$ cat config.mk
export PLATFORM = sky130hd
export DESIGN_NAME = memory_control
export DESIGN_NICKNAME = d
export VERILOG_FILES = /design/src/common/cpu_types_pkg.sv /design/src/design/memory_control/memory_control.sv
export SDC_FILE = /design/constraint.sdc
export NUM_CORES = 1
export LEC_CHECK = 0
export BUFFER_PORTS_ARGS = -buffer_cell sky130_fd_sc_hd__clkbuf_2
export CAP_MARGIN = 20
export CORE_AREA = 8 8 189 191
export CTS_BUF_LIST = sky130_fd_sc_hd__clkbuf_4
export CTS_CLUSTER_SIZE = 30
export DETAILED_ROUTE_END_ITERATION = 12
export DIE_AREA = 0 0 197 199
export SYNTH_ARGS = -nofsm -noshare
export SYNTH_HDL_FRONTEND = slang
export SYNTH_SLANG_ARGS = --single-unit
export TNS_END_PERCENT = 20
$ cat constraint.sdc
create_clock -name CLK -period 2.02 [get_ports CLK]
set_clock_uncertainty 0.05 [all_clocks]
set_input_delay 0 -clock CLK [delete_from_list [all_inputs] [get_ports CLK]]
set_output_delay 0 -clock CLK [all_outputs]
set_load 0.01 [all_outputs]
$ cat src/common/cpu_types_pkg.sv
/* shared types for the two-cpu memory subsystem; widths fixed at 32-bit words
   ram sees address bits 11:2 only, so upper address bits alias */
package cpu_types_pkg;

  // number of caches on the bus
  localparam int CPUS = 2;

  // busy cycles before each ram access completes
  localparam int RAM_LAT = 2;

  // word index width and depth of the ram
  localparam int RAM_ADDR_BITS = 10;
  localparam int RAM_WORDS = 1 << RAM_ADDR_BITS;

  // latency counter must reach RAM_LAT
  localparam int RAM_CNT_BITS = $clog2(RAM_LAT + 1);

  // data word or byte address
  typedef logic [31:0] word_t;

  // word index into ram
  typedef logic [RAM_ADDR_BITS-1:0] ram_addr_t;

  // selects one of the caches
  typedef logic [$clog2(CPUS)-1:0] cpu_idx_t;

  // ram latency count
  typedef logic [RAM_CNT_BITS-1:0] ram_cnt_t;

  // FREE: idle, BUSY: latency running, ACCESS: word done this cycle
  typedef enum logic [1:0]
  {
    FREE,
    BUSY,
    ACCESS
  } ramstate_t;

endpackage

$ cat src/design/memory_control/memory_control.sv
/* MSI snoop controller and ram arbiter for exactly two caches; a block is two words
   sent one after another on the same ports, each request held until its wait falls */
`timescale 1ns/1ps

module memory_control
  import cpu_types_pkg::*;
(
  input  logic            CLK,
  input  logic            nRST,
  // cache requests
  input  logic [CPUS-1:0] iren,
  input  logic [CPUS-1:0] dren,
  input  logic [CPUS-1:0] dwen,
  input  logic [CPUS-1:0] cctrans,
  input  logic [CPUS-1:0] ccwrite,
  input  word_t           iaddr [CPUS],
  input  word_t           daddr [CPUS],
  input  word_t           dstore [CPUS],
  // cache responses
  output logic [CPUS-1:0] iwait,
  output logic [CPUS-1:0] dwait,
  output logic [CPUS-1:0] ccwait,
  output logic [CPUS-1:0] ccinv,
  output word_t           iload [CPUS],
  output word_t           dload [CPUS],
  output word_t           ccsnoopaddr [CPUS],
  // ram side
  input  word_t           ram_load,
  input  ramstate_t       ram_state,
  output logic            ram_ren,
  output logic            ram_wen,
  output word_t           ram_addr,
  output word_t           ram_store
);

  typedef enum logic [3:0]
  {
    IDLE,
    INSTRUCTION,
    STORE_1,
    STORE_2,
    LOAD_1,
    LOAD_2,
    ARBITRATE,
    SNOOP,
    CACHE_1,
    CACHE_2
  } state_t;

  state_t   state;
  state_t   next_state;
  // least recently served cpu, wins a tie
  cpu_idx_t lru;
  cpu_idx_t next_lru;
  // owner of the current transaction and the other cache
  cpu_idx_t snooper;
  cpu_idx_t next_snooper;
  cpu_idx_t snooped;
  cpu_idx_t next_snooped;
  // candidates picked by request type
  cpu_idx_t wb_cpu;
  cpu_idx_t if_cpu;
  cpu_idx_t arb_cpu;
  logic     ram_done;

  // requested cpu, lru one first
  function automatic cpu_idx_t lru_pick(input logic [CPUS-1:0] req, input cpu_idx_t pref);
    return req[pref] ? pref : ~pref;
  endfunction

  assign wb_cpu   = lru_pick(dwen, lru);
  assign if_cpu   = lru_pick(iren, lru);
  // a read beats a bare upgrade
  assign arb_cpu  = (|dren) ? lru_pick(dren, lru) : lru_pick(cctrans, lru);
  assign ram_done = (ram_state == ACCESS);

  always_ff @(posedge CLK, negedge nRST)
  begin
    if (!nRST)
    begin
      state   <= IDLE;
      lru     <= '0;
      snooper <= '0;
      snooped <= '1;
    end
    else
    begin
      state   <= next_state;
      lru     <= next_lru;
      snooper <= next_snooper;
      snooped <= next_snooped;
    end
  end

  // next state and owner latch
  always_comb
  begin
    next_state   = state;
    next_snooper = snooper;
    next_snooped = snooped;
    case (state)
      IDLE:
      begin
        // write-back first, then coherence or read, then fetch
        if (|dwen)
        begin
          next_state   = STORE_1;
          next_snooper = wb_cpu;
          next_snooped = ~wb_cpu;
        end
        else if ((|cctrans) || (|dren))
        begin
          next_state = ARBITRATE;
        end
        else if (|iren)
        begin
          next_state   = INSTRUCTION;
          next_snooper = if_cpu;
          next_snooped = ~if_cpu;
        end
      end
      INSTRUCTION:
      begin
        if (ram_done)
        begin
          next_state = IDLE;
        end
      end
      STORE_1:
      begin
        if (ram_done)
        begin
          next_state = STORE_2;
        end
      end
      STORE_2:
      begin
        if (ram_done)
        begin
          next_state = IDLE;
        end
      end
      ARBITRATE:
      begin
        // upgrade alone finishes here
        if (|dren)
        begin
          next_state   = SNOOP;
          next_snooper = arb_cpu;
          next_snooped = ~arb_cpu;
        end
        else
        begin
          next_state = IDLE;
        end
      end
      SNOOP:
      begin
        // other cache transitioning means it holds the block
        next_state = cctrans[snooped] ? CACHE_1 : LOAD_1;
      end
      CACHE_1:
      begin
        if (ram_done)
        begin
          next_state = CACHE_2;
        end
      end
      CACHE_2:
      begin
        if (ram_done)
        begin
          next_state = IDLE;
        end
      end
      LOAD_1:
      begin
        if (ram_done)
        begin
          next_state = LOAD_2;
        end
      end
      LOAD_2:
      begin
        if (ram_done)
        begin
          next_state = IDLE;
        end
      end
      default:
      begin
        next_state = IDLE;
      end
    endcase
  end

  // bus outputs, waits fall at ACCESS
  always_comb
  begin
    iwait       = '1;
    dwait       = '1;
    ccwait      = '0;
    ccinv       = '0;
    iload       = '{default: '0};
    dload       = '{default: '0};
    ccsnoopaddr = '{default: '0};
    ram_ren     = 1'b0;
    ram_wen     = 1'b0;
    ram_addr    = '0;
    ram_store   = '0;
    next_lru    = lru;
    case (state)
      INSTRUCTION:
      begin
        ram_ren         = 1'b1;
        ram_addr        = iaddr[snooper];
        iload[snooper]  = ram_load;
        if (ram_done)
        begin
          iwait[snooper] = 1'b0;
          next_lru       = snooped;
        end
      end
      STORE_1, STORE_2:
      begin
        ram_wen         = 1'b1;
        ram_addr        = daddr[snooper];
        ram_store       = dstore[snooper];
        // hold the other cache off during write-back
        ccwait[snooped] = 1'b1;
        if (ram_done)
        begin
          dwait[snooper] = 1'b0;
          if (state == STORE_2)
          begin
            next_lru = snooped;
          end
        end
      end
      ARBITRATE:
      begin
        if ((|dren) || (|cctrans))
        begin
          ccwait[~arb_cpu] = 1'b1;
        end
        // S to M hit with no read, invalidate the other copy
        if (!(|dren) && (|cctrans))
        begin
          ccinv[~arb_cpu]       = 1'b1;
          ccsnoopaddr[~arb_cpu] = daddr[arb_cpu];
          dwait[arb_cpu]        = 1'b0;
          next_lru              = ~arb_cpu;
        end
      end
      SNOOP:
      begin
        ccsnoopaddr[snooped] = daddr[snooper];
      end
      CACHE_1, CACHE_2:
      begin
        ccsnoopaddr[snooped] = daddr[snooper];
        // peer data to requester
        dload[snooper]       = dstore[snooped];
        // requester going to M drops the peer copy
        ccinv[snooped]       = ccwrite[snooper];
        // same word also written back to ram
        ram_wen              = 1'b1;
        ram_addr             = daddr[snooper];
        ram_store            = dstore[snooped];
        if (ram_done)
        begin
          dwait[snooper] = 1'b0;
          dwait[snooped] = 1'b0;
          if (state == CACHE_2)
          begin
            next_lru = snooped;
          end
        end
      end
      LOAD_1, LOAD_2:
      begin
        ram_ren        = 1'b1;
        ram_addr       = daddr[snooper];
        dload[snooper] = ram_load;
        if (ram_done)
        begin
          dwait[snooper] = 1'b0;
          if (state == LOAD_2)
          begin
            next_lru = snooped;
          end
        end
      end
      default:
      begin
      end
    endcase
  end

  // one ram operation at a time
  a_ram_one_op: assert property (@(posedge CLK) disable iff (!nRST)
    !(ram_ren && ram_wen));

  // only one cache is invalidated
  a_single_inv: assert property (@(posedge CLK) disable iff (!nRST)
    !(&ccinv));

  // snoop decision takes exactly one cycle
  a_snoop_one_cycle: assert property (@(posedge CLK) disable iff (!nRST)
    (state == SNOOP) |=> (state inside {CACHE_1, LOAD_1}));

endmodule

[After elaboration in Yosys (flattened, before gate mapping)]
Cells that the tools add are included.
Cells by class
  $mul: 0
  bitwise logic cells: 17
  mux-type cells: 92
  add/sub/neg operators: 0
  equality and inequality tests: 26
  shifts and indexed selects: 0
  magnitude comparators: 16
  reduce and logical (&&, ||, !) cells: 29
  divide/modulo/power cells: 0
Operators by type and width (count)
  2-to-1 mux 32 bit: 18
  AND 64 bit: 4
  one-hot mux 64 bit (2 select lines): 2
  2-to-1 mux 64 bit: 2
  one-hot mux 32 bit (2 select lines): 2
  demux 32 bit (select 1 bit): 3
  2-to-1 mux 1 bit: 39
  2-to-1 mux 4 bit: 8
  one-hot mux 4 bit (7 select lines): 1
  != test 2 bit, second input constant: 12
  == test 4 x 3 -> 1 bit, second input constant: 4
  OR reduction 2 bit: 7
  2-to-1 mux 2 bit: 6
  OR reduction 4 bit: 3
  < comparator 1 x 2 -> 1 bit, second input constant: 5
  AND reduction 9 bit: 1
  == test 4 x 2 -> 1 bit, second input constant: 2
  == test 4 bit, second input constant: 2
  greater-or-equal comparator 2 bit, second input constant: 4
  logical AND 1 bit: 8
  NOT 1 -> 2 bit: 4
  one-hot mux 2 bit (2 select lines): 2
  < comparator 2 x 1 -> 1 bit, second input constant: 3
  != test 3 bit, second input constant: 2
  22 further kinds: 36
Word-level totals
  input port bits: 238
  bits in writable memories: 0
  memory bits (read-only): 0
  output and inout bits: 266
  bits in registers: 7
  latch bits: 0
  memories: 0

[Depth between registers and ports, before layout]
  depth in word-level cells: 13
  gate-level depth with buffers: 7
  depth with buffers taken out: 4

[Worst setup path after synthesis]
No wires, ideal clock.
  kind: reg2out
  start point: register snooped
  end point: output dload[41] in the netlist's numbering
  path buffers: 2
  path slack: 373 ps
  arrival: 1597 ps
  stages on the path, launching flop included: 7
  path through: dfstp_2 -> buf_2 -> buf_2 -> mux2i_1 -> nor2_1 -> a21oi_1 -> nor2_1
RTL lines
  start: declaration: line memory_control.sv:58  | cpu_idx_t snooped;
  start signal: assignment: line memory_control.sv:91  | snooped <= next_snooped;
  end: declaration: line memory_control.sv:25  | output word_t dload [CPUS],

==> metrics.cfg <==
[cts]
cts_sinks = 7
htree_levels = 1
cts_made_buffers = 3
clk_pin_slew_ns = 0.06
cts_tree = built
clock_path_buffers = 2
clk_latency_ns = 0.27
clockRootBuffer = clkbuf_4

[global_route]
grt_overflow_total = 0
grt_pass1_vias = 7518
grt_antenna_before_repair = 1
grtUsageTotal = 0.144
grt_pass1_wl_um = 44100
grt_max_degree = 44

[setup_path]
worst-endpoint-required_ns = 1.97
end_kind = primary output
arrival_ns = 2.11
crit_path_top_delay_cell = dfrtp_1
cp_max_fo = 6
r2r_start = snooped$_DFFE_PN1P_
slowest_delay_ns = 0.43
critPathLaunch = state[3]$_DFFE_PN0P_
critPathKind = reg2out
crit_chain = buf_6, and4bb_4, o211ai_4, o22ai_4, buf_12, clkbuf_16, a22o_1, buf_2
startpoint_type = flip-flop

[die]
core_um2 = 32900
initial_core_util = 0.134
core.rowCount = 67
chipHeight_um = 199
io_pins = 504
dieArea_um2 = 39200
dieWidth_um = 197

[yosys]
synth.lib_cells_used.distinct = 59
ys.flop_type = dfrtp_1
synth_area_um2 = 4400
synth_area_leaders = mux2i_1 (30%), a22o_1 (10%), o22ai_1 (9.7%)
syn_avg_cell_area_um2 = 7.13
syn_inst = 617
ys_warn_count = 0
synth_largest_area_cell = mux2i_1
synth_top_cells_by_count = mux2i_1 (130), nor2_1 (106), o22ai_1 (68)
synth_seq_cells = 7
synth_edf_count = 0
seq_area_frac_synth = 0.0401
mappedNetlistNets = 855
async_flop_share = 1.00
synth.most_common_cell = mux2i_1
yosysTopAreaCellShare = 0.296

[final_layout]
drive_above_1_share = 0.566
nets = 1374
syn2layout_area_growth_pct = 88.4
fillers = 3628
post-route-util = 0.252

[power_and_ir_drop]
internal-power_mw = 4.09
power_frac_seq = 0.034
power.density_nw_per_um2 = 1100
clkPwrFrac = 0.017
switchingPower_mw = 5.03
pwr-share-comb = 0.949
irDropWorstVdd_v = 0.000777
power_leakage_nw = 4.35
p_sw_frac = 0.552
total_power_mw = 9.12

[sta]
fin_crit_sh = 1.07
rsz0062_at_grt = true
slew-limit-headroom = 0.653
worstMarginPinSlew_ns = 0.519
fmax_mhz = 464
hold_viol_final = 0
layout_setup_ws_ns = -0.135
finalSetupViolCount = 117
drv_slew = 0
tns_ns = -8.52
period_minus_slack_ns = 2.16

[run_status]
violations = negative setup slack
status = finished with violations

[placed_design]
port_buffers = 503
dp_hpwl_um = 25800
routabilityCongestion = 0.987

[drt]
vias = 7314
routedWlPerCell_um = 20.6
drt_first_pass_iters = 6
routed_via_density = 4.62
drc = 0
drt_iter0_drc = 475
antenna_left = 0
finalWirelength_um = 32600

[flow_run]
cap_violations = 0

[worst_hold_path]
hp-class = in2async

-- area by class of cell --
class	instances	area, um^2	area share
Multi-Input combinational cell	543	4080	0.492
Tap cell	448	561	0.0676
Clock buffer	4	30.0	0.00362
Antenna cell	1	2.50	0.000302
Timing Repair Buffer	574	3410	0.411
Sequential cell	7	183	0.0220
Inverter	7	26.3	0.00317
-- metal layers --
layer | GRT usage | routed length (um)
met1 | 0.163 | 12500
met2 | 0.264 | 16500
met3 | 0.0305 | 2720
met4 | 0.0502 | 950
met5 | 0 | 0
-- cell usage in the layout (no fill, tap or decap), types with 3 or more instances in the layout --
master and count:
nor2_1 93, o22ai_2 5, a21o_1 4, o211ai_1 3, clkbuf_16 3, a22o_1 52
nor2_4 3, buf_2 53, o22ai_1 63, nor2b_1 3, clkbuf_4 4, a21oi_1 30
mux2i_2 9, and2_1 67, buf_4 39, nor2_2 15, o2bb2ai_1 12, inv_1 6
buf_12 17, mux2i_4 4, mux2i_1 117, buf_6 13, clkbuf_2 446, a21oi_2 8
dfrtp_1 3, nand2_1 11
-- critical path: cells and delay by family, from the launching register on --
kind                   cells  cell delay, ns
and+or+nand+nor            1            0.32
buffers and inverters      4            0.59
DFF                        1            0.43
AOI/OAI and AO/OA          3            0.49
-- final timing paths --
| kind | end | slack [ns] | cells after the start |
|---|---|---|---|
| min in group CLK | snooped$_DFFE_PN1P_ | 0.11 | 4 |
| hold / removal | lru$_DFFE_PN0P_ | 0.06 | 2 |
| max in group asynchronous | snooped$_DFFE_PN1P_ | 1.61 | 2 |
| hold reg to reg | lru$_DFFE_PN0P_ | 0.54 | 2 |
| setup / recovery | ccsnoopaddr[59] | -0.14 | 8 |
| setup reg to reg | state[2]$_DFFE_PN0P_ | 0.10 | 5 |
-- sequential cells by signal, summed over array words and instances, names as in the netlist --
name     cells
snooper      1
snooped      1
lru          1
state        4
-- timing repair --
item,CTS,global route
resized for setup,21,97
pin swaps,3,9
gates cloned,2,4
hold endpoints to repair,7,0
buffers inserted,6,14
hold buffers,1,0
setup endpoints to repair,126,209
-- stage by stage --
| step | setup slack [ns] | instance area, um^2 | std cells | hold slack, ns |
|---|---|---|---|---|
| floorplan | 0.373 | 4400 | 617 | -0.346 |
| global placement | 0.0884 | 7690 | 1552 | -0.190 |
| detailed placement | 0.0535 | 7690 | 1552 | -0.188 |
| CTS | -0.133 | 7900 | 1565 | 0.0637 |
| global route | -0.215 | 8290 | 1584 | 0.0767 |
| finish | -0.135 | 8290 | 1584 | 0.0602 |
-- power groups by stage --
| stage | Sequential [mW] | Combinational, mW | Clock [mW] |
|---|---|---|---|
| finish | 0.314 | 8.65 | 0.154 |
| global route | 0.333 | 9.23 | 0.164 |
| CTS | 0.314 | 8.34 | 0.155 |
| detailed placement | 0.311 | 8.02 | 0 |
| global placement | 0.306 | 8.01 | 0 |
| floorplan | 0.271 | 4.66 | 0 |
-- cell families (layout without fill, tap and decap cells) --
kind of cell | count (synthesis) | count (layout) | share of synthesized area
mux | 130 | 130 | 0.296
other cells | 0 | 1 | 0
xor+xnor | 1 | 1 | 0.00199
buf+inv | 68 | 585 | 0.0794
flops | 7 | 7 | 0.0401
simple gates | 209 | 210 | 0.242
compound gates | 202 | 202 | 0.341
No activity file was read; power rests on OpenSTA's default activity.
